### config.mk
export PLATFORM = sky130hd
export DESIGN_NAME = switch_app_top
export DESIGN_NICKNAME = d
export VERILOG_FILES = /design/src/rtl/switch_pkg.sv /design/src/rtl/bus_write_decode.sv /design/src/rtl/one_hot_bbm.sv /design/src/rtl/exclusive_pair_bbm.sv /design/src/rtl/switch_readback.sv /design/src/rtl/switch_app_top.sv
export SDC_FILE = /design/constraint.sdc
export NUM_CORES = 1
export LEC_CHECK = 0
export BUFFER_PORTS_ARGS = -buffer_cell sky130_fd_sc_hd__buf_2
export CAP_MARGIN = 40
export CORE_MARGIN = 1.5
export CORE_UTILIZATION = 45
export DETAILED_ROUTE_END_ITERATION = 8
export SLEW_MARGIN = 20
export SYNTH_ARGS = -nofsm -noshare
export SYNTH_HDL_FRONTEND = slang
export SYNTH_HIERARCHICAL = 1
export SYNTH_SLANG_ARGS = --single-unit
### constraint.sdc
create_clock -name xclk -period 2.35 [get_ports xclk]
set_input_delay 0.235 -clock xclk [delete_from_list [all_inputs] [get_ports xclk]]
set_output_delay 0.235 -clock xclk [all_outputs]
set_load 0.05 [all_outputs]
### src/rtl/switch_pkg.sv
`default_nettype none

package switch_pkg;

	////////////////////
	// Bus addresses
	////////////////////

	typedef logic [7:0] bus_addr_t;

	// Write side
	localparam bus_addr_t wr_io_pin_sw      = 8'h40;
	localparam bus_addr_t wr_self_test_sw   = 8'h41;
	localparam bus_addr_t wr_loopback_mux   = 8'h43;
	localparam bus_addr_t wr_anlg_in_b1_sw  = 8'h44;

	// Read side
	localparam bus_addr_t rd_io_pin_sw      = 8'hc0;
	localparam bus_addr_t rd_self_test_sw   = 8'hc1;
	localparam bus_addr_t rd_loopback_mux   = 8'hc3;
	localparam bus_addr_t rd_anlg_in_b1_sw  = 8'hc4;

	////////////////////
	// Switch groups
	////////////////////

	// One bit per pin switch, 1 is closed at the logical level
	typedef logic [11:0] io_pin_sw_t;

	// Bit 0 diff loopback, 3:1 loop switches, 7:4 DC voltage one-hot set
	typedef logic [7:0] self_test_sw_t;

	// 8:1 analog mux, enable on top
	typedef struct packed {
		logic       en;
		logic [2:0] addr;
	} mux_sel_t;

	// Analog input B1, one-hot
	typedef logic [3:0] b1_sw_t;

	////////////////////
	// Bus word views
	////////////////////

	typedef struct packed {
		logic [3:0] pad;
		io_pin_sw_t sw;
	} io_pin_word_t;

	typedef struct packed {
		logic [7:0]    pad;
		self_test_sw_t sw;
	} self_test_word_t;

	typedef struct packed {
		logic [11:0] pad;
		mux_sel_t    sel;
	} mux_word_t;

	typedef struct packed {
		logic [11:0] pad;
		b1_sw_t      sw;
	} b1_word_t;

	// Layout depends on the bus address
	typedef union packed {
		io_pin_word_t    io_pin;
		self_test_word_t self_test;
		mux_word_t       mux;
		b1_word_t        b1;
	} bus_word_u;

	////////////////////
	// Bundles between stages
	////////////////////

	// Requested settings as latched from the bus
	typedef struct packed {
		io_pin_sw_t    io_pin;
		self_test_sw_t self_test;
		mux_sel_t      mux;
		b1_sw_t        b1;
	} switch_req_t;

	// One cycle strobes, one per written group
	typedef struct packed {
		logic io_pin;
		logic self_test;
		logic mux;
		logic b1;
	} switch_change_t;

	// Applied logical state, pin inversion not yet done
	typedef struct packed {
		io_pin_sw_t    io_pin;
		self_test_sw_t self_test;
		mux_sel_t      mux;
		b1_sw_t        b1;
	} switch_state_t;

endpackage

`default_nettype wire

### src/rtl/bus_write_decode.sv
`timescale 1ns/1ps
`default_nettype none

module bus_write_decode (
	input  wire                     xclk,
	input  wire                     reset,
	input  wire                     write_qualified,
	input  switch_pkg::bus_addr_t   ab,
	input  switch_pkg::bus_word_u   db_in,
	output switch_pkg::switch_req_t    req,
	output switch_pkg::switch_change_t change
);

	import switch_pkg::*;

	////////////////////
	// Request latches
	////////////////////

	// Each address owns one field of the request
	// The union view picks the bits that field needs
	// Strobes fall back to 0 on every edge without a matching write
	always_ff @(posedge xclk or negedge reset) begin
		if (!reset) begin
			req    <= '0;
			change <= '0;
		end else begin
			// Default is no change this cycle
			change <= '0;
			if (write_qualified) begin
				case (ab)
					wr_io_pin_sw: begin
						req.io_pin    <= db_in.io_pin.sw;
						change.io_pin <= 1'b1;
					end
					wr_self_test_sw: begin
						req.self_test    <= db_in.self_test.sw;
						change.self_test <= 1'b1;
					end
					wr_loopback_mux: begin
						req.mux    <= db_in.mux.sel;
						change.mux <= 1'b1;
					end
					wr_anlg_in_b1_sw: begin
						req.b1    <= db_in.b1.sw;
						change.b1 <= 1'b1;
					end
					default: begin
						// Unknown address, nothing is touched
						req <= req;
					end
				endcase
			end
		end
	end

endmodule

`default_nettype wire

### src/rtl/one_hot_bbm.sv
`timescale 1ns/1ps
`default_nettype none

module one_hot_bbm #(
	parameter int width         = 4,
	parameter int settle_cycles = 3750
) (
	input  wire              xclk,
	input  wire              reset,
	input  wire              change,
	input  wire  [width-1:0] request,
	output logic [width-1:0] applied
);

	// Counter just wide enough to reach the settle value
	localparam int cnt_w = (settle_cycles < 1) ? 1 : $clog2(settle_cycles + 1);

	logic [width-1:0] pending;
	logic [width-1:0] lowest;
	logic [cnt_w-1:0] count;

	// Keep only the lowest set bit of the pending value
	// Two's complement trick isolates that bit
	assign lowest = pending & (~pending + 1'b1);

	////////////////////
	// Break before make
	////////////////////

	// New request opens every switch and restarts the wait
	// Counter saturates and then keeps loading the pending value
	always_ff @(posedge xclk or negedge reset) begin
		if (!reset) begin
			applied <= '0;
			pending <= '0;
			count   <= '0;
		end else if (change) begin
			applied <= '0;
			pending <= request;
			count   <= '0;
		end else if (count == cnt_w'(settle_cycles)) begin
			applied <= lowest;
		end else begin
			count <= count + 1'b1;
		end
	end

	////////////////////
	// Checks
	////////////////////

	// Never two switches of the group closed at once
	a_applied_onehot: assert property (@(posedge xclk) disable iff (!reset)
		$onehot0(applied))
		else $error("one_hot_bbm closed more than one switch");

endmodule

`default_nettype wire

### src/rtl/exclusive_pair_bbm.sv
`timescale 1ns/1ps
`default_nettype none

module exclusive_pair_bbm #(
	parameter int width_a       = 1,
	parameter int settle_cycles = 3750
) (
	input  wire                xclk,
	input  wire                reset,
	input  wire                change_a,
	input  wire                change_b,
	input  wire  [width_a-1:0] request_a,
	input  wire                request_b,
	output logic [width_a-1:0] applied_a,
	output logic               applied_b
);

	localparam int cnt_w = (settle_cycles < 1) ? 1 : $clog2(settle_cycles + 1);

	// Applied and pending state for each side
	logic [width_a-1:0] set_a;
	logic [width_a-1:0] pend_a;
	logic               set_b;
	logic               pend_b;

	// One settle counter serves both sides
	logic [cnt_w-1:0]   count;

	////////////////////
	// Pair control
	////////////////////

	// Side A request with any bit set
	//   open both sides, drop B, wait again
	// Side B request set
	//   same in mirror
	// Request that clears a side only drops that side's pending value
	always_ff @(posedge xclk or negedge reset) begin
		if (!reset) begin
			set_a  <= '0;
			pend_a <= '0;
			set_b  <= 1'b0;
			pend_b <= 1'b0;
			count  <= '0;
		end else if (change_a) begin
			if (|request_a) begin
				set_a  <= '0;
				set_b  <= 1'b0;
				pend_a <= request_a;
				pend_b <= 1'b0;
				count  <= '0;
			end else begin
				pend_a <= '0;
			end
		end else if (change_b) begin
			if (request_b) begin
				set_a  <= '0;
				set_b  <= 1'b0;
				pend_a <= '0;
				pend_b <= 1'b1;
				count  <= '0;
			end else begin
				pend_b <= 1'b0;
			end
		end else if (count == cnt_w'(settle_cycles)) begin
			// Settled, keep loading the pending values
			set_a <= pend_a;
			set_b <= pend_b;
		end else begin
			count <= count + 1'b1;
		end
	end

	////////////////////
	// Outputs
	////////////////////

	assign applied_a = set_a;
	// Side A wins if both ever end up set
	assign applied_b = set_b & ~(|set_a);

	// Both applied registers never loaded closed together
	a_pair_exclusive: assert property (@(posedge xclk) disable iff (!reset)
		!(set_b && (|set_a)))
		else $error("exclusive_pair_bbm closed both sides");

endmodule

`default_nettype wire

### src/rtl/switch_readback.sv
`timescale 1ns/1ps
`default_nettype none

module switch_readback (
	input  wire                      xclk,
	input  wire                      reset,
	input  wire                      read_qualified,
	input  switch_pkg::bus_addr_t    ab,
	input  switch_pkg::switch_req_t  req,
	input  switch_pkg::b1_sw_t       b1_applied,
	input  wire  [3:0]               st_dc_applied,
	input  wire                      pin6_applied,
	input  wire                      mux_en_applied,
	input  wire  [1:0]               diff_pins_applied,
	input  wire                      diff_loop_applied,
	output logic [11:0]              io_pin_switches,
	output logic [7:0]               self_test_switches,
	output logic [3:0]               loopback_mux,
	output logic [3:0]               anlg_in_b1_switches,
	output logic [15:0]              db_out,
	output logic                     data_avail
);

	import switch_pkg::*;

	switch_state_t state;
	bus_word_u     rd_word;
	bus_word_u     db_q;
	logic          rd_hit;

	////////////////////
	// Applied state
	////////////////////

	// Unprotected bits come straight from the request
	always_comb begin
		state.io_pin        = req.io_pin;
		state.io_pin[6]     = pin6_applied;
		state.io_pin[11:10] = diff_pins_applied;
		state.self_test     = {st_dc_applied, req.self_test[3:1], diff_loop_applied};
		state.mux.en        = mux_en_applied;
		state.mux.addr      = req.mux.addr;
		state.b1            = b1_applied;
	end

	// Pins 0 to 2 are driven inverted
	assign io_pin_switches     = {state.io_pin[11:3], ~state.io_pin[2:0]};
	assign self_test_switches  = state.self_test;
	assign loopback_mux        = state.mux;
	assign anlg_in_b1_switches = state.b1;

	////////////////////
	// Readback
	////////////////////

	// Logical state, pads zero, all ones for an unknown address
	always_comb begin
		rd_word = '1;
		rd_hit  = 1'b0;
		case (ab)
			rd_io_pin_sw: begin
				rd_word           = '0;
				rd_word.io_pin.sw = state.io_pin;
				rd_hit            = 1'b1;
			end
			rd_self_test_sw: begin
				rd_word              = '0;
				rd_word.self_test.sw = state.self_test;
				rd_hit               = 1'b1;
			end
			rd_loopback_mux: begin
				rd_word         = '0;
				rd_word.mux.sel = state.mux;
				rd_hit          = 1'b1;
			end
			rd_anlg_in_b1_sw: begin
				rd_word       = '0;
				rd_word.b1.sw = state.b1;
				rd_hit        = 1'b1;
			end
			default: begin
				rd_hit = 1'b0;
			end
		endcase
	end

	// Held until the next qualified read
	always_ff @(posedge xclk or negedge reset) begin
		if (!reset) begin
			db_q       <= '0;
			data_avail <= 1'b0;
		end else if (read_qualified) begin
			db_q       <= rd_word;
			data_avail <= rd_hit;
		end
	end

	assign db_out = db_q;

	// Top nibble is pad in every view
	a_pad_zero: assert property (@(posedge xclk) disable iff (!reset)
		data_avail |-> (db_q.io_pin.pad == '0))
		else $error("switch_readback returned nonzero pad bits");

endmodule

`default_nettype wire

### src/rtl/switch_app_top.sv
`timescale 1ns/1ps
`default_nettype none

module switch_app_top #(
	parameter int settle_cycles = 3750
) (
	input  wire                    xclk,
	input  wire                    reset,
	input  wire                    write_qualified,
	input  wire                    read_qualified,
	input  switch_pkg::bus_addr_t  ab,
	input  switch_pkg::bus_word_u  db_in,
	output logic [15:0]            db_out,
	output logic                   data_avail,
	output logic [11:0]            io_pin_switches,
	output logic [7:0]             self_test_switches,
	output logic [3:0]             loopback_mux,
	output logic [3:0]             anlg_in_b1_switches
);

	import switch_pkg::*;

	switch_req_t    req;
	switch_change_t change;

	// Protected bits after break before make
	b1_sw_t         b1_applied;
	logic [3:0]     st_dc_applied;
	logic           pin6_applied;
	logic           mux_en_applied;
	logic [1:0]     diff_pins_applied;
	logic           diff_loop_applied;

	////////////////////
	// Decode
	////////////////////

	bus_write_decode decode0 (
		.xclk            (xclk),
		.reset           (reset),
		.write_qualified (write_qualified),
		.ab              (ab),
		.db_in           (db_in),
		.req             (req),
		.change          (change)
	);

	////////////////////
	// Execute
	////////////////////

	// Analog input B1, one of four
	one_hot_bbm #(.width(4), .settle_cycles(settle_cycles)) b1_group (
		.xclk    (xclk),
		.reset   (reset),
		.change  (change.b1),
		.request (req.b1),
		.applied (b1_applied)
	);

	// Self-test DC voltage switches 7:4
	one_hot_bbm #(.width(4), .settle_cycles(settle_cycles)) st_dc_group (
		.xclk    (xclk),
		.reset   (reset),
		.change  (change.self_test),
		.request (req.self_test[7:4]),
		.applied (st_dc_applied)
	);

	// Analog in pin 6 against mux enable
	exclusive_pair_bbm #(.width_a(1), .settle_cycles(settle_cycles)) mux_pin_pair (
		.xclk      (xclk),
		.reset     (reset),
		.change_a  (change.io_pin),
		.change_b  (change.mux),
		.request_a (req.io_pin[6]),
		.request_b (req.mux.en),
		.applied_a (pin6_applied),
		.applied_b (mux_en_applied)
	);

	// Diff pins 10 and 11 against diff loopback
	exclusive_pair_bbm #(.width_a(2), .settle_cycles(settle_cycles)) diff_pair (
		.xclk      (xclk),
		.reset     (reset),
		.change_a  (change.io_pin),
		.change_b  (change.self_test),
		.request_a (req.io_pin[11:10]),
		.request_b (req.self_test[0]),
		.applied_a (diff_pins_applied),
		.applied_b (diff_loop_applied)
	);

	////////////////////
	// Result
	////////////////////

	switch_readback readback0 (
		.xclk                (xclk),
		.reset               (reset),
		.read_qualified      (read_qualified),
		.ab                  (ab),
		.req                 (req),
		.b1_applied          (b1_applied),
		.st_dc_applied       (st_dc_applied),
		.pin6_applied        (pin6_applied),
		.mux_en_applied      (mux_en_applied),
		.diff_pins_applied   (diff_pins_applied),
		.diff_loop_applied   (diff_loop_applied),
		.io_pin_switches     (io_pin_switches),
		.self_test_switches  (self_test_switches),
		.loopback_mux        (loopback_mux),
		.anlg_in_b1_switches (anlg_in_b1_switches),
		.db_out              (db_out),
		.data_avail          (data_avail)
	);

endmodule

`default_nettype wire

==> results by group <==
Global route
  • GRT Residual Overflow: 0
  • Gr usage total: 20.8%
  • Pin count of the biggest net entering global routing: slightly above 90
  • Vias in the first global route: about 4600
  • Initial antenna violation count: 0
  • First-pass GRT wire length: 23800 um

Timing
  • Clock period minus final worst setup slack: 2.04 ns
  • Relative slew slack: 45.8%
  • Highest clock rate: 490 MHz
  • Clk_skew: ~0.0055 ns
  • Period utilization: just under 90%
  • Worst-Margin Slew: 0.813 ns
  • RSZ-0062 raised after global routing: no
  • TNS Setup: 0 ns
  • Final Max Tran Viols: 0
  • PnR worst setup slack: ~0.31 ns
  • Fin. Hold Viols: 0
  • Final setup fails: 0

Placed design
  • Port bufs: 68
  • GP Congestion: 0.838
  • Placed insts: 794
  • Detailed placement HPWL: 9870 um
  • Place WS: 0.345 ns

Yosys
  • Area share of the largest cell type after synthesis: 47.4%
  • Seq cells post-synth: 120
  • Synth Area per Inst: 10.8 um2
  • Mapped Area: 6340 um2
  • EDFF count, synth: 0
  • Yosys warns: 6
  • Post-synthesis cell type count: 64
  • Yosys top cell by area: dfrtp_1
  • Main flop type after synthesis: dfrtp_1
  • Most numerous cell in the Yosys netlist: dfrtp_1
  • Ys async rst share: 100%
  • Mapped Cells: 588
  • Top post-synthesis cells by count: 120 x dfrtp_1, 42 x nor2_1, 38 x nand2_1
  • Syn nets: 624
  • Synth area leaders: dfrtp_1 47%, mux2_2 5.1%, buf_4 3.9%
  • Post-synthesis sequential area ratio: 47.4%

Finish
  • Antenna Diode Count: 0
  • Area delta synth->final: 14.6%
  • Final Non-Filler Cells: 827
  • Layout fillers: between 1000 and 1500
  • # nets final: 670
  • Share of cells above drive strength 1: 26.4%

Routing
  • Initial DRT Pass Iterations: 5
  • WL per Instance: 17.6 um
  • Via count: 4742
  • Drt first-iter violations: 395
  • Routed WL: 14600 um
  • ANT nets after route: 0
  • Drt via density: about 5.7
  • Post-route DRC: 0

Clocking
  • CTS tree: built
  • CTS Hold Bufs: 1
  • # clock sinks: 120
  • # Post-CTS Setup Buffers: 0
  • H-tree levels: 4
  • Max Buffers Root-to-Sink: 2
  • Post-CTS Resized: 0
  • Worst-skew pair later-pin latency: roughly 0.41 ns
  • Clk slew on worst S/H paths: 0.05 ns
  • Num CTS Buffers: 17
  • Clk root buf: clkbuf_16

Power and ir drop
  • P_leak: roughly 3.2 nW
  • VDD IR max: 556 uV
  • Pwr per Cell Area: 891 nW/um2

Floorplanning
  • Core area: ~14000 um2
  • Vert. Die Dim: 122 um
  • Boundary Pins: 73
  • Die Footprint: 14800 um2
  • Row count: 43
  • Die extent in x: 122 um
  • Starting density of the core: around 46%

Setup path
  • Critical R2R Capture: mux_pin_pair/count[8]$_DFFE_PN0P_
  • Worst reg2reg startpoint: decode0/change[3]$_DFF_PN0_
  • Crit Path Class: reg2reg
  • R2r setup slk: 0.31 ns
  • Crit path DAT: 2.38 ns
  • Startpoint type of the worst setup path: flop
  • CP Max Fanout: 8
  • CP required: 2.69 ns
  • Crit. End Element: flop
  • R2R depth: 5

Min path
  • Worst Min Path Start: db_in[10]
  • Hold depth: 2
  • Worst min path class: in2reg
  • WHS Endpoint: decode0/req[26]$_DFFE_PN0P_

Job
  • Max cap viols: 0

Status
  • Status: completed
-- metrics by stage --
stage / utilization [%] / cell area, um2 / power (mW) / hold slack (ns)
after CTS: 52.6 / 7270 / 6.52 / 0.0397
final: 52.6 / 7270 / 6.47 / 0.0508
after global placement: 47.9 / 6620 / 3.61 / 0.0314
after global routing: 52.6 / 7270 / 6.79 / 0.0445
after floorplan: - / 6340 / 3.37 / -0.0606
after detailed placement: 47.9 / 6620 / 3.66 / 0.0322
-- placed cells by master (no fill, tap or decap), types with 5 or more instances in the layout --
cell type / count
nor2_1: 42
o31ai_1: 15
a31oi_1: 8
or3_1: 8
nor3b_1: 7
a21oi_1: 28
nand2b_1: 8
xor2_1: 11
nand2_1: 38
o21ai_0: 29
mux2i_1: 7
nor3_1: 6
buf_2: 68
nand4b_1: 21
nand3_1: 15
inv_1: 17
nor2b_1: 5
or4_1: 11
buf_4: 9
dfrtp_1: 120
ha_1: 8
nand4_1: 14
mux2_4: 10
nor4bb_1: 5
nor4_1: 7
mux2_2: 29
and3_1: 5
bufinv_16: 5
clkbuf_16: 17
-- cells by family (layout without fill, tap and decap cells) --
group | Yosys count | in the layout | synth area share, %
adder cells (fa/ha/maj) | 8 | 8 | 1.58
flip-flops | 120 | 120 | 47.4
XOR/XNOR | 11 | 11 | 1.52
multiplexers | 46 | 46 | 8.62
AO/OA/AOI/OAI | 110 | 110 | 11.7
AND/OR/NAND/NOR | 224 | 224 | 22.4
buffers and inverters | 69 | 128 | 6.89
-- critical path: stages (launching register included) --
cell,delay [ns]
dfrtp_1,0.45
nor2b_1,0.21
nor3b_1,0.46
nand2_1,0.18
or4_1,0.52
a21oi_1,0.14
-- power breakdown --
part           switching [mW]  internal (mW)
clock network           0.902           1.93
registers               0.340           2.32
logic                   0.570          0.409
total                    1.81           4.66
-- metal layers --
| layer | vias to the layer above | track usage, % | wire length [um] |
|---|---|---|---|
| li1 | 2239 | - | - |
| met1 | 2367 | 28.5 | 6770 |
| met2 | 124 | 32.4 | 6950 |
| met3 | 12 | 4.87 | 697 |
| met4 | 0 | 7.28 | 163 |
| met5 | - | 0 | 0 |
-- registers in the layout (all words and copies together) (netlist names), 4 cells and up --
register / cells
st_dc_group/pending: 4
decode0/change: 4
b1_group/pending: 4
b1_group/count: 12
mux_pin_pair/count: 12
readback0/db_out: 13
b1_group/applied: 4
st_dc_group/applied: 4
diff_pair/count: 12
st_dc_group/count: 12
decode0/req: 28
-- layout make-up --
class	count	area, um2	area share, %
tap	180	225	3.10
multi-input combinational	399	2900	39.9
clock inverter	9	170	2.34
clock buffer	23	468	6.44
timing repair buffer	79	438	6.02
sequential	120	3000	41.3
inverter	17	63.8	0.878
-- how the worst max path moves through the flow --
stage / start / endpoint / depth (start not counted) / slack (ns)
floorplan: mux_pin_pair/count[4]$_DFFE_PN0P_ / mux_pin_pair/count[4]$_DFFE_PN0P_ / 6 / 0.50
global placement: decode0/change[3]$_DFF_PN0_ / mux_pin_pair/count[8]$_DFFE_PN0P_ / 5 / 0.42
detailed placement: decode0/change[3]$_DFF_PN0_ / mux_pin_pair/count[8]$_DFFE_PN0P_ / 5 / 0.34
CTS: decode0/change[3]$_DFF_PN0_ / mux_pin_pair/count[8]$_DFFE_PN0P_ / 5 / 0.33
global route: decode0/change[3]$_DFF_PN0_ / mux_pin_pair/count[8]$_DFFE_PN0P_ / 5 / 0.25
finish: decode0/change[3]$_DFF_PN0_ / mux_pin_pair/count[8]$_DFFE_PN0P_ / 5 / 0.31
No activity file was read; power rests on OpenSTA's default activity.
